## src/design/ppu_pkg.sv

```systemverilog
package ppu_pkg;

  // Posit format, 8 bits with es = 0
  localparam int POSIT_BITS = 8;
  localparam int TE_BITS = 5;
  localparam int MAX_TE = 6;

  // Mantissa includes the hidden one
  localparam int MANT_SIZE = 6;
  localparam int MAX_TE_DIFF = 12;
  localparam int MANT_ADD_RESULT_SIZE = MANT_SIZE + MAX_TE_DIFF + 1;
  localparam int MANT_SUB_RESULT_SIZE = MANT_SIZE + MAX_TE_DIFF;

  // Leading zero count over the aligned difference
  localparam int LZC_BITS = 5;

  // Regime head, fraction and room for the longest regime run
  localparam int ENC_EXT_BITS = 2 + (MANT_SUB_RESULT_SIZE - 1) + (POSIT_BITS - 1);

  localparam logic [POSIT_BITS-1:0] POSIT_ZERO = 8'h00;
  localparam logic [POSIT_BITS-1:0] POSIT_NAR = 8'h80;
  localparam logic [POSIT_BITS-1:0] POSIT_MAXPOS = 8'h7F;
  localparam logic [POSIT_BITS-1:0] POSIT_MINPOS = 8'h01;

  localparam int PIPE_LATENCY = 3;

endpackage : ppu_pkg

```

## src/design/posit_decoder.sv

```systemverilog
`timescale 1ns/1ps

module posit_decoder
  import ppu_pkg::*;
(
  input  logic [POSIT_BITS-1:0] posit_i,
  output logic                  sign_o,
  output logic [   TE_BITS-1:0] te_o,
  output logic [ MANT_SIZE-1:0] mant_o,
  output logic                  is_zero_o,
  output logic                  is_nar_o
);

  logic [POSIT_BITS-1:0] abs_val;
  logic [           3:0] run;
  logic                  done;
  logic [POSIT_BITS-2:0] rem;
  logic [   TE_BITS-1:0] run_ext;

  assign sign_o = posit_i[POSIT_BITS-1];
  assign is_zero_o = (posit_i == POSIT_ZERO);
  assign is_nar_o = (posit_i == POSIT_NAR);

  // Negative words are decoded from their magnitude
  assign abs_val = sign_o ? (~posit_i + 1'b1) : posit_i;

  // Length of the regime run below the sign bit
  always_comb begin
    run = '0;
    done = 1'b0;
    for (int i = POSIT_BITS - 2; i >= 0; i--) begin
      if (!done && (abs_val[i] == abs_val[POSIT_BITS-2])) begin
        run = run + 1'b1;
      end else begin
        done = 1'b1;
      end
    end
  end

  assign run_ext = TE_BITS'(run);

  // Run of ones gives k = run - 1, run of zeros gives k = -run
  assign te_o = abs_val[POSIT_BITS-2] ? (run_ext - 1'b1) : (~run_ext + 1'b1);

  // Drop regime and terminator, fraction ends up left aligned
  assign rem = abs_val[POSIT_BITS-2:0] << (run + 4'd1);

  assign mant_o = {1'b1, rem[POSIT_BITS-2 -: MANT_SIZE-1]};

endmodule : posit_decoder

```

## src/design/operand_sort.sv

```systemverilog
`timescale 1ns/1ps

module operand_sort
  import ppu_pkg::*;
(
  input  logic                  clk_i,
  input  logic                  rst_i,
  input  logic                  valid_i,
  input  logic                  op_sub_i,
  input  logic                  sign_a_i,
  input  logic [   TE_BITS-1:0] te_a_i,
  input  logic [ MANT_SIZE-1:0] mant_a_i,
  input  logic                  is_zero_a_i,
  input  logic                  is_nar_a_i,
  input  logic                  sign_b_i,
  input  logic [   TE_BITS-1:0] te_b_i,
  input  logic [ MANT_SIZE-1:0] mant_b_i,
  input  logic                  is_zero_b_i,
  input  logic                  is_nar_b_i,
  output logic                  valid_o,
  output logic [   TE_BITS-1:0] te1_o,
  output logic [   TE_BITS-1:0] te2_o,
  output logic [ MANT_SIZE-1:0] mant1_o,
  output logic [ MANT_SIZE-1:0] mant2_o,
  output logic                  have_opposite_sign_o,
  output logic                  sign_o,
  output logic                  special_valid_o,
  output logic [POSIT_BITS-1:0] special_posit_o
);

  logic sign_b_eff;
  logic opposite;
  logic same_mag;
  logic a_ge_b;
  logic zero_any;
  logic nar_any;

  // Subtract is an add with b negated
  assign sign_b_eff = sign_b_i ^ op_sub_i;
  assign opposite = sign_a_i ^ sign_b_eff;
  assign same_mag = (te_a_i == te_b_i) && (mant_a_i == mant_b_i);
  assign zero_any = is_zero_a_i | is_zero_b_i;
  assign nar_any = is_nar_a_i | is_nar_b_i;

  // Zero always sorts as the smaller operand
  assign a_ge_b = is_zero_b_i | (!is_zero_a_i &&
                  (($signed(te_a_i) > $signed(te_b_i)) ||
                   ((te_a_i == te_b_i) && (mant_a_i >= mant_b_i))));

  always_ff @(posedge clk_i) begin
    if (rst_i) begin
      valid_o <= 1'b0;
    end else begin
      valid_o <= valid_i;
    end
  end

  always_ff @(posedge clk_i) begin
    te1_o <= a_ge_b ? te_a_i : te_b_i;
    mant1_o <= a_ge_b ? mant_a_i : mant_b_i;
    // A zero operand adds nothing, so it is aligned with the other one
    te2_o <= zero_any ? (a_ge_b ? te_a_i : te_b_i) : (a_ge_b ? te_b_i : te_a_i);
    mant2_o <= zero_any ? '0 : (a_ge_b ? mant_b_i : mant_a_i);
    have_opposite_sign_o <= opposite;
    sign_o <= a_ge_b ? sign_a_i : sign_b_eff;
    special_valid_o <= nar_any | (is_zero_a_i & is_zero_b_i) |
                       (opposite & same_mag & !zero_any);
    special_posit_o <= nar_any ? POSIT_NAR : POSIT_ZERO;
  end

endmodule : operand_sort

```

## src/design/core_add.sv

```systemverilog
`timescale 1ns/1ps

module core_add
  import ppu_pkg::*;
(
  input  logic [MANT_ADD_RESULT_SIZE-1:0] mant_i,
  input  logic [             TE_BITS-1:0] te_diff_i,
  output logic [MANT_ADD_RESULT_SIZE-1:0] new_mant_o,
  output logic [             TE_BITS-1:0] new_te_diff_o,
  output logic                            frac_truncated_o
);

  logic carry;

  assign carry = mant_i[MANT_ADD_RESULT_SIZE-1];

  // Carry moves the hidden one back down a position
  always_comb begin
    if (carry) begin
      new_mant_o = mant_i >> 1;
      new_te_diff_o = te_diff_i + 1'b1;
      frac_truncated_o = mant_i[0];
    end else begin
      new_mant_o = mant_i;
      new_te_diff_o = te_diff_i;
      frac_truncated_o = 1'b0;
    end
  end

endmodule : core_add

```

## src/design/core_sub.sv

```systemverilog
`timescale 1ns/1ps

module core_sub
  import ppu_pkg::*;
(
  input  logic [MANT_SUB_RESULT_SIZE-1:0] mant_i,
  input  logic [             TE_BITS-1:0] te_diff_i,
  output logic [MANT_SUB_RESULT_SIZE-1:0] new_mant_o,
  output logic [             TE_BITS-1:0] new_te_diff_o
);

  logic [LZC_BITS-1:0] lzc;
  logic                found;

  // Leading zeros above the first set bit
  always_comb begin
    lzc = '0;
    found = 1'b0;
    for (int i = MANT_SUB_RESULT_SIZE - 1; i >= 0; i--) begin
      if (!found) begin
        if (mant_i[i]) begin
          found = 1'b1;
        end else begin
          lzc = lzc + 1'b1;
        end
      end
    end
  end

  // Hidden one returns to the top bit
  assign new_mant_o = mant_i << lzc;

  // Each shift step lowers the exponent by one
  assign new_te_diff_o = te_diff_i - TE_BITS'(lzc);

endmodule : core_sub

```

## src/design/core_add_sub.sv

```systemverilog
`timescale 1ns/1ps

module core_add_sub
  import ppu_pkg::*;
(
  input  logic                            clk_i,
  input  logic                            rst_i,
  input  logic                            valid_i,
  input  logic [             TE_BITS-1:0] te1_i,
  input  logic [             TE_BITS-1:0] te2_i,
  input  logic [           MANT_SIZE-1:0] mant1_i,
  input  logic [           MANT_SIZE-1:0] mant2_i,
  input  logic                            have_opposite_sign_i,
  input  logic                            sign_i,
  input  logic                            special_valid_i,
  input  logic [          POSIT_BITS-1:0] special_posit_i,
  output logic                            valid_o,
  output logic [MANT_ADD_RESULT_SIZE-1:0] mant_o,
  output logic [             TE_BITS-1:0] te_o,
  output logic                            frac_truncated_o,
  output logic                            sign_o,
  output logic                            special_valid_o,
  output logic [          POSIT_BITS-1:0] special_posit_o
);

  function automatic logic [MANT_SUB_RESULT_SIZE-1:0] c2(
    input logic [MANT_SUB_RESULT_SIZE-1:0] a
  );
    return ~a + 1'b1;
  endfunction

  logic [             TE_BITS-1:0] te_diff_st0;
  logic [MANT_SUB_RESULT_SIZE-1:0] mant1_upshifted;
  logic [MANT_SUB_RESULT_SIZE-1:0] mant2_upshifted;
  logic [MANT_ADD_RESULT_SIZE-1:0] mant_sum_st0;

  logic [             TE_BITS-1:0] te_diff_st1;
  logic [             TE_BITS-1:0] te2_st1;
  logic [MANT_ADD_RESULT_SIZE-1:0] mant_sum_st1;
  logic                            have_opposite_sign_st1;

  logic [MANT_ADD_RESULT_SIZE-1:0] mant_out_core_add;
  logic [             TE_BITS-1:0] te_diff_out_core_add;
  logic [MANT_SUB_RESULT_SIZE-1:0] mant_out_core_sub;
  logic [             TE_BITS-1:0] te_diff_out_core_sub;
  logic [             TE_BITS-1:0] te_diff_updated;

  // Operands arrive sorted, so the difference is never negative
  assign te_diff_st0 = te1_i - te2_i;

  assign mant1_upshifted = {mant1_i, {MAX_TE_DIFF{1'b0}}};
  assign mant2_upshifted = {mant2_i, {MAX_TE_DIFF{1'b0}}} >> te_diff_st0;

  assign mant_sum_st0 = mant1_upshifted +
                        (have_opposite_sign_i ? c2(mant2_upshifted) : mant2_upshifted);

  always_ff @(posedge clk_i) begin
    if (rst_i) begin
      valid_o <= 1'b0;
    end else begin
      valid_o <= valid_i;
    end
  end

  always_ff @(posedge clk_i) begin
    te_diff_st1 <= te_diff_st0;
    te2_st1 <= te2_i;
    mant_sum_st1 <= mant_sum_st0;
    have_opposite_sign_st1 <= have_opposite_sign_i;
    sign_o <= sign_i;
    special_valid_o <= special_valid_i;
    special_posit_o <= special_posit_i;
  end

  core_add core_add_i (
    .mant_i           (mant_sum_st1),
    .te_diff_i        (te_diff_st1),
    .new_mant_o       (mant_out_core_add),
    .new_te_diff_o    (te_diff_out_core_add),
    .frac_truncated_o (frac_truncated_o)
  );

  // Borrow out of the top bit is dropped for unlike signs
  core_sub core_sub_i (
    .mant_i        (mant_sum_st1[MANT_SUB_RESULT_SIZE-1:0]),
    .te_diff_i     (te_diff_st1),
    .new_mant_o    (mant_out_core_sub),
    .new_te_diff_o (te_diff_out_core_sub)
  );

  assign te_diff_updated = have_opposite_sign_st1 ? te_diff_out_core_sub : te_diff_out_core_add;
  assign mant_o = have_opposite_sign_st1 ? {1'b0, mant_out_core_sub} : mant_out_core_add;
  assign te_o = te2_st1 + te_diff_updated;

endmodule : core_add_sub

```

## src/design/posit_encoder.sv

```systemverilog
`timescale 1ns/1ps

module posit_encoder
  import ppu_pkg::*;
(
  input  logic                            clk_i,
  input  logic                            rst_i,
  input  logic                            valid_i,
  input  logic [MANT_ADD_RESULT_SIZE-1:0] mant_i,
  input  logic [             TE_BITS-1:0] te_i,
  input  logic                            frac_truncated_i,
  input  logic                            sign_i,
  input  logic                            special_valid_i,
  input  logic [          POSIT_BITS-1:0] special_posit_i,
  output logic                            valid_o,
  output logic [          POSIT_BITS-1:0] posit_o
);

  logic                    te_neg;
  logic [     TE_BITS-1:0] shamt;
  logic [ENC_EXT_BITS-1:0] ext;
  logic                    lsb;
  logic                    guard;
  logic                    sticky;
  logic                    round_up;
  logic [  POSIT_BITS-1:0] mag;
  logic [  POSIT_BITS-1:0] posit_next;

  assign te_neg = te_i[TE_BITS-1];

  // Negative te needs -te - 1 extra zeros ahead of the terminating one
  assign shamt = te_neg ? ~te_i : te_i;

  // Regime head is sign extended into the full run
  assign ext = $signed({te_neg ? 2'b01 : 2'b10,
                        mant_i[MANT_SUB_RESULT_SIZE-2:0],
                        {(POSIT_BITS - 1){1'b0}}}) >>> shamt;

  assign lsb = ext[ENC_EXT_BITS-POSIT_BITS+1];
  assign guard = ext[ENC_EXT_BITS-POSIT_BITS];
  assign sticky = (|ext[ENC_EXT_BITS-POSIT_BITS-1:0]) | frac_truncated_i;

  // Round to nearest, ties to even
  assign round_up = guard & (lsb | sticky);

  always_comb begin
    if ($signed(te_i) >= MAX_TE) begin
      mag = POSIT_MAXPOS;
    end else if ($signed(te_i) < -MAX_TE) begin
      // Never rounds to zero
      mag = POSIT_MINPOS;
    end else begin
      mag = {1'b0, ext[ENC_EXT_BITS-1 -: POSIT_BITS-1]} + POSIT_BITS'(round_up);
    end
  end

  always_comb begin
    if (special_valid_i) begin
      posit_next = special_posit_i;
    end else if (sign_i) begin
      posit_next = ~mag + 1'b1;
    end else begin
      posit_next = mag;
    end
  end

  always_ff @(posedge clk_i) begin
    if (rst_i) begin
      valid_o <= 1'b0;
      posit_o <= POSIT_ZERO;
    end else begin
      valid_o <= valid_i;
      if (valid_i) begin
        posit_o <= posit_next;
      end
    end
  end

endmodule : posit_encoder

```

## src/design/ppu_adder.sv

```systemverilog
`timescale 1ns/1ps

module ppu_adder
  import ppu_pkg::*;
(
  input  logic                  clk_i,
  input  logic                  rst_i,
  input  logic                  valid_i,
  input  logic                  op_sub_i,
  input  logic [POSIT_BITS-1:0] posit_a_i,
  input  logic [POSIT_BITS-1:0] posit_b_i,
  output logic                  valid_o,
  output logic [POSIT_BITS-1:0] posit_o
);

  logic                            a_sign;
  logic [             TE_BITS-1:0] a_te;
  logic [           MANT_SIZE-1:0] a_mant;
  logic                            a_zero;
  logic                            a_nar;
  logic                            b_sign;
  logic [             TE_BITS-1:0] b_te;
  logic [           MANT_SIZE-1:0] b_mant;
  logic                            b_zero;
  logic                            b_nar;

  // Stage 1, sorted operands
  logic                            s1_valid;
  logic [             TE_BITS-1:0] s1_te1;
  logic [             TE_BITS-1:0] s1_te2;
  logic [           MANT_SIZE-1:0] s1_mant1;
  logic [           MANT_SIZE-1:0] s1_mant2;
  logic                            s1_opposite;
  logic                            s1_sign;
  logic                            s1_special_valid;
  logic [          POSIT_BITS-1:0] s1_special_posit;

  // Stage 2, normalized sum
  logic                            s2_valid;
  logic [MANT_ADD_RESULT_SIZE-1:0] s2_mant;
  logic [             TE_BITS-1:0] s2_te;
  logic                            s2_frac_truncated;
  logic                            s2_sign;
  logic                            s2_special_valid;
  logic [          POSIT_BITS-1:0] s2_special_posit;

  posit_decoder posit_decoder_a_i (
    .posit_i   (posit_a_i),
    .sign_o    (a_sign),
    .te_o      (a_te),
    .mant_o    (a_mant),
    .is_zero_o (a_zero),
    .is_nar_o  (a_nar)
  );

  posit_decoder posit_decoder_b_i (
    .posit_i   (posit_b_i),
    .sign_o    (b_sign),
    .te_o      (b_te),
    .mant_o    (b_mant),
    .is_zero_o (b_zero),
    .is_nar_o  (b_nar)
  );

  operand_sort operand_sort_i (
    .clk_i                (clk_i),
    .rst_i                (rst_i),
    .valid_i              (valid_i),
    .op_sub_i             (op_sub_i),
    .sign_a_i             (a_sign),
    .te_a_i               (a_te),
    .mant_a_i             (a_mant),
    .is_zero_a_i          (a_zero),
    .is_nar_a_i           (a_nar),
    .sign_b_i             (b_sign),
    .te_b_i               (b_te),
    .mant_b_i             (b_mant),
    .is_zero_b_i          (b_zero),
    .is_nar_b_i           (b_nar),
    .valid_o              (s1_valid),
    .te1_o                (s1_te1),
    .te2_o                (s1_te2),
    .mant1_o              (s1_mant1),
    .mant2_o              (s1_mant2),
    .have_opposite_sign_o (s1_opposite),
    .sign_o               (s1_sign),
    .special_valid_o      (s1_special_valid),
    .special_posit_o      (s1_special_posit)
  );

  core_add_sub core_add_sub_i (
    .clk_i                (clk_i),
    .rst_i                (rst_i),
    .valid_i              (s1_valid),
    .te1_i                (s1_te1),
    .te2_i                (s1_te2),
    .mant1_i              (s1_mant1),
    .mant2_i              (s1_mant2),
    .have_opposite_sign_i (s1_opposite),
    .sign_i               (s1_sign),
    .special_valid_i      (s1_special_valid),
    .special_posit_i      (s1_special_posit),
    .valid_o              (s2_valid),
    .mant_o               (s2_mant),
    .te_o                 (s2_te),
    .frac_truncated_o     (s2_frac_truncated),
    .sign_o               (s2_sign),
    .special_valid_o      (s2_special_valid),
    .special_posit_o      (s2_special_posit)
  );

  posit_encoder posit_encoder_i (
    .clk_i            (clk_i),
    .rst_i            (rst_i),
    .valid_i          (s2_valid),
    .mant_i           (s2_mant),
    .te_i             (s2_te),
    .frac_truncated_i (s2_frac_truncated),
    .sign_i           (s2_sign),
    .special_valid_i  (s2_special_valid),
    .special_posit_i  (s2_special_posit),
    .valid_o          (valid_o),
    .posit_o          (posit_o)
  );

endmodule : ppu_adder

```

## config.mk

```make
export PLATFORM = sky130hd
export DESIGN_NAME = ppu_adder
export DESIGN_NICKNAME = d
export VERILOG_FILES = /design/src/design/ppu_pkg.sv /design/src/design/posit_decoder.sv /design/src/design/operand_sort.sv /design/src/design/core_add.sv /design/src/design/core_sub.sv /design/src/design/core_add_sub.sv /design/src/design/posit_encoder.sv /design/src/design/ppu_adder.sv
export SDC_FILE = /design/constraint.sdc
export NUM_CORES = 1
export LEC_CHECK = 0
export ABC_AREA = 1
export BUFFER_PORTS_ARGS = -buffer_cell sky130_fd_sc_hd__buf_2
export CAP_MARGIN = 20
export CORE_MARGIN = 4
export CORE_UTILIZATION = 45
export CTS_CLUSTER_DIAMETER = 80
export DETAILED_ROUTE_END_ITERATION = 16
export PLACE_DENSITY = 0.68
export SLEW_MARGIN = 20
export SYNTH_ARGS = -nofsm -noshare
export SYNTH_HDL_FRONTEND = slang
export SYNTH_SLANG_ARGS = --single-unit
```

## constraint.sdc

```tcl
create_clock -name clk_i -period 13.21 [get_ports clk_i]
set_input_delay 1.321 -clock clk_i [delete_from_list [all_inputs] [get_ports clk_i]]
set_output_delay 1.321 -clock clk_i [all_outputs]
set_load 0.02 [all_outputs]
```

==> metrics.yaml <==
timing.final.crit_period_ps: 12360
antenna_found_initial: 0
seq_area_frac_synth: 0.1611
crit_fanout: 7
ys_seq_elements: 69
max-slew-margin-rel: 0.4030
nets: 1538
drv_slew: 0
register_area_sq_um: 1386
hpwl_microns: 16850
rows: 50
status: "complete, no violations"
cp-end-kind: "register"
crit_top_cell: "inv_1"
max_stage_delay_ps: 360
overflow: 0
cp-start-kind: "register"
htreeDepth: 3
ctsLongestPathBuffers: 2
setup_viol: 0
clock_skew_ps: 9.731
synthDistinctLibCells: 60
grt_util_all_layers: 0.1876
drt-wirelength-per-cell_microns: 12.25
hold_class: "register to register"
slowest_stage: "dfxtp_4"
multi_input_area_sq_um: 6331
wl_microns: 20840
grt_pass1_vias: 7770
final_util: 0.5111
die_w_microns: 146.0
dieArea_sq_um: 21330
clock_sinks: 69
final_cell_mix: "nand2_1, inv_1, nor2_1"
num_antenna_cells: 0
final_antenna_net_count: 0
synthFlopType: "dfxtp_1"
cap_viol_max_count: 0
syn2layout_area_growth_pct: 11.50
final_common_cell: "nand2_1"
nFillCells: 1904
netlist_instances: 1438
cts_tree: "built"
yosys_warnings: 0
synth.net_count: 1514
netlist_area_sq_um: 8574
worst_slew_pin_slew_ps: 892.5
clock-root-buffer: "clkbuf_16"
synth_area_per_cell_sq_um: 5.963
grt.busiest_layer: "met2"
die_h_microns: 146.0
hold_viol_final: 0
arrival_ps: 12580
fmax_ghz: 0.08092
start_util: 0.4584
port_buffers: 28
clkLatencyLatePin_ps: 330
grtUsageMet1: 0.2583
whs_path_depth: 0
grtUsageMet3: 0.01676
ff2ff_path_depth: 97
synth-edff-count: 0
finalCritPeriodShare: 0.9355
drt_pre_antenna_iters: 5
grt_pass1_wl_microns: 34940
clk_pin_slew_ps: 60
globalplace.congestion: 0.9701
via_per_inst: 5.166
use_met2: 0.3184
grt_max_degree: 24
drc_errors: 0
layout-drive-gt1-share: 0.1391
dr.first_iter.drc_count: 575
crit_type: "register to register"
crit_required_ps: 13430
vias: 8788
core_area_sq_um: 18710
cts_buffers: 9
ios: 29
async_flop_share: 0
-- path summary, 6_finish.rpt --
kind         slack [ps]                       startpoint                         end
min reg2reg         330            operand_sort_i.sign_o       core_add_sub_i.sign_o
max reg2reg         850  core_add_sub_i.mant_sum_st1[16]  posit_encoder_i.posit_o[4]
max                 850  core_add_sub_i.mant_sum_st1[16]  posit_encoder_i.posit_o[4]
min                 330            operand_sort_i.sign_o       core_add_sub_i.sign_o
-- synthesized netlist by cell type (4+ instances only) --
master | instances | area [sq um]
nand3_2 | 18 | 180.2
xnor2_1 | 13 | 113.9
buf_2 | 6 | 30.03
a21oi_1 | 54 | 270.3
nor2_4 | 13 | 146.4
o22ai_1 | 8 | 50.05
inv_1 | 217 | 814.5
a32oi_1 | 4 | 35.03
inv_2 | 23 | 86.33
dfxtp_1 | 69 | 1381
nor2_2 | 9 | 56.30
o31ai_1 | 4 | 30.03
o21ai_1 | 28 | 140.1
a22oi_1 | 4 | 30.03
clkbuf_1 | 18 | 67.56
o211ai_1 | 13 | 97.59
or2_2 | 4 | 25.02
fa_1 | 4 | 80.08
nor2_1 | 131 | 491.7
ha_1 | 52 | 650.6
nand4_1 | 12 | 75.07
clkinv_1 | 4 | 15.01
nand3_1 | 115 | 575.6
nand3b_1 | 8 | 60.06
nand2_1 | 367 | 1378
o21ai_0 | 103 | 515.5
nor3_1 | 9 | 45.04
nand2_4 | 11 | 123.9
xor2_1 | 44 | 385.4
nand2_2 | 21 | 131.4
-- cell type report --
cell class	count	area share
Clock buffer	10	0.02500
Multi-Input combinational cell	1093	0.6622
Clock inverter	6	0.01217
Sequential cell	69	0.1450
Timing Repair Buffer	44	0.02722
Tap cell	234	0.03062
Inverter	245	0.09776
-- registers in the layout (all words and copies together), names as in the netlist --
signal / flops
operand_sort_i.te1_o: 5
operand_sort_i.mant1_o: 5
operand_sort_i.have_opposite_sign_o: 1
core_add_sub_i.valid_o: 1
operand_sort_i.special_valid_o: 1
core_add_sub_i.special_posit_o: 1
posit_encoder_i.posit_o: 8
operand_sort_i.mant2_o: 6
operand_sort_i.valid_o: 1
core_add_sub_i.sign_o: 1
operand_sort_i.special_posit_o: 1
core_add_sub_i.te_diff_st1: 5
core_add_sub_i.mant_sum_st1: 19
core_add_sub_i.special_valid_o: 1
core_add_sub_i.have_opposite_sign_st1: 1
operand_sort_i.te2_o: 5
operand_sort_i.sign_o: 1
posit_encoder_i.valid_o: 1
core_add_sub_i.te2_st1: 5
-- per-stage QoR --
step / hold WS [ps] / cells / setup WS, ps / area [sq um] / setup TNS [ps]
after floorplan: 309.6 / 1438 / 800.2 / 8574 / 0
after global placement: 309.7 / 1672 / 328.5 / 8876 / 0
after detailed placement: 320.5 / 1672 / 19.54 / 8876 / 0
after CTS: 328.8 / 1689 / 94.35 / 9239 / 0
after global routing: 338.4 / 1701 / -69.90 / 9560 / -117.8
final: 325.7 / 1701 / 851.7 / 9560 / 0
-- cell families after synthesis --
family | share of synthesized area
adders and majority gates | 0.08522
muxes | 0.002335
DFF | 0.1611
AOI/OAI and AO/OA | 0.1614
and+or+nand+nor | 0.4022
buffers and inverters | 0.1264
xor gates and xnor gates | 0.06143
-- routing by layer --
metal / vias to the layer above / part of all wire
li1: 4683 / -
met3: 24 / 0.032
met1: 3909 / 0.48
met5: - / 0
met4: 0 / 0.012
met2: 172 / 0.48
-- worst max-delay path: cells and delay by family (launching register included) --
family	cells	cell delay (ps)
buffers and inverters	23	1540
AO/OA/AOI/OAI	13	1300
XOR/XNOR	2	380
adder cells (fa/ha/maj)	19	4980
AND/OR/NAND/NOR	40	3640
flip-flops	1	360
-- timing repair --
| item | 4_1_cts | 5_1_grt |
|---|---|---|
| endpoints found under the setup margin | 1 | 8 |
| gates cloned | 0 | 1 |
| endpoints found under the hold margin | 0 | 0 |
| hold buffers | 0 | 0 |
| setup buffers | 1 | 11 |
| gates resized for setup | 0 | 55 |
| pin swaps | 1 | 25 |
Power is not shown: default switching activity piles up to over one toggle a cycle in this logic, so the estimate is an artifact.
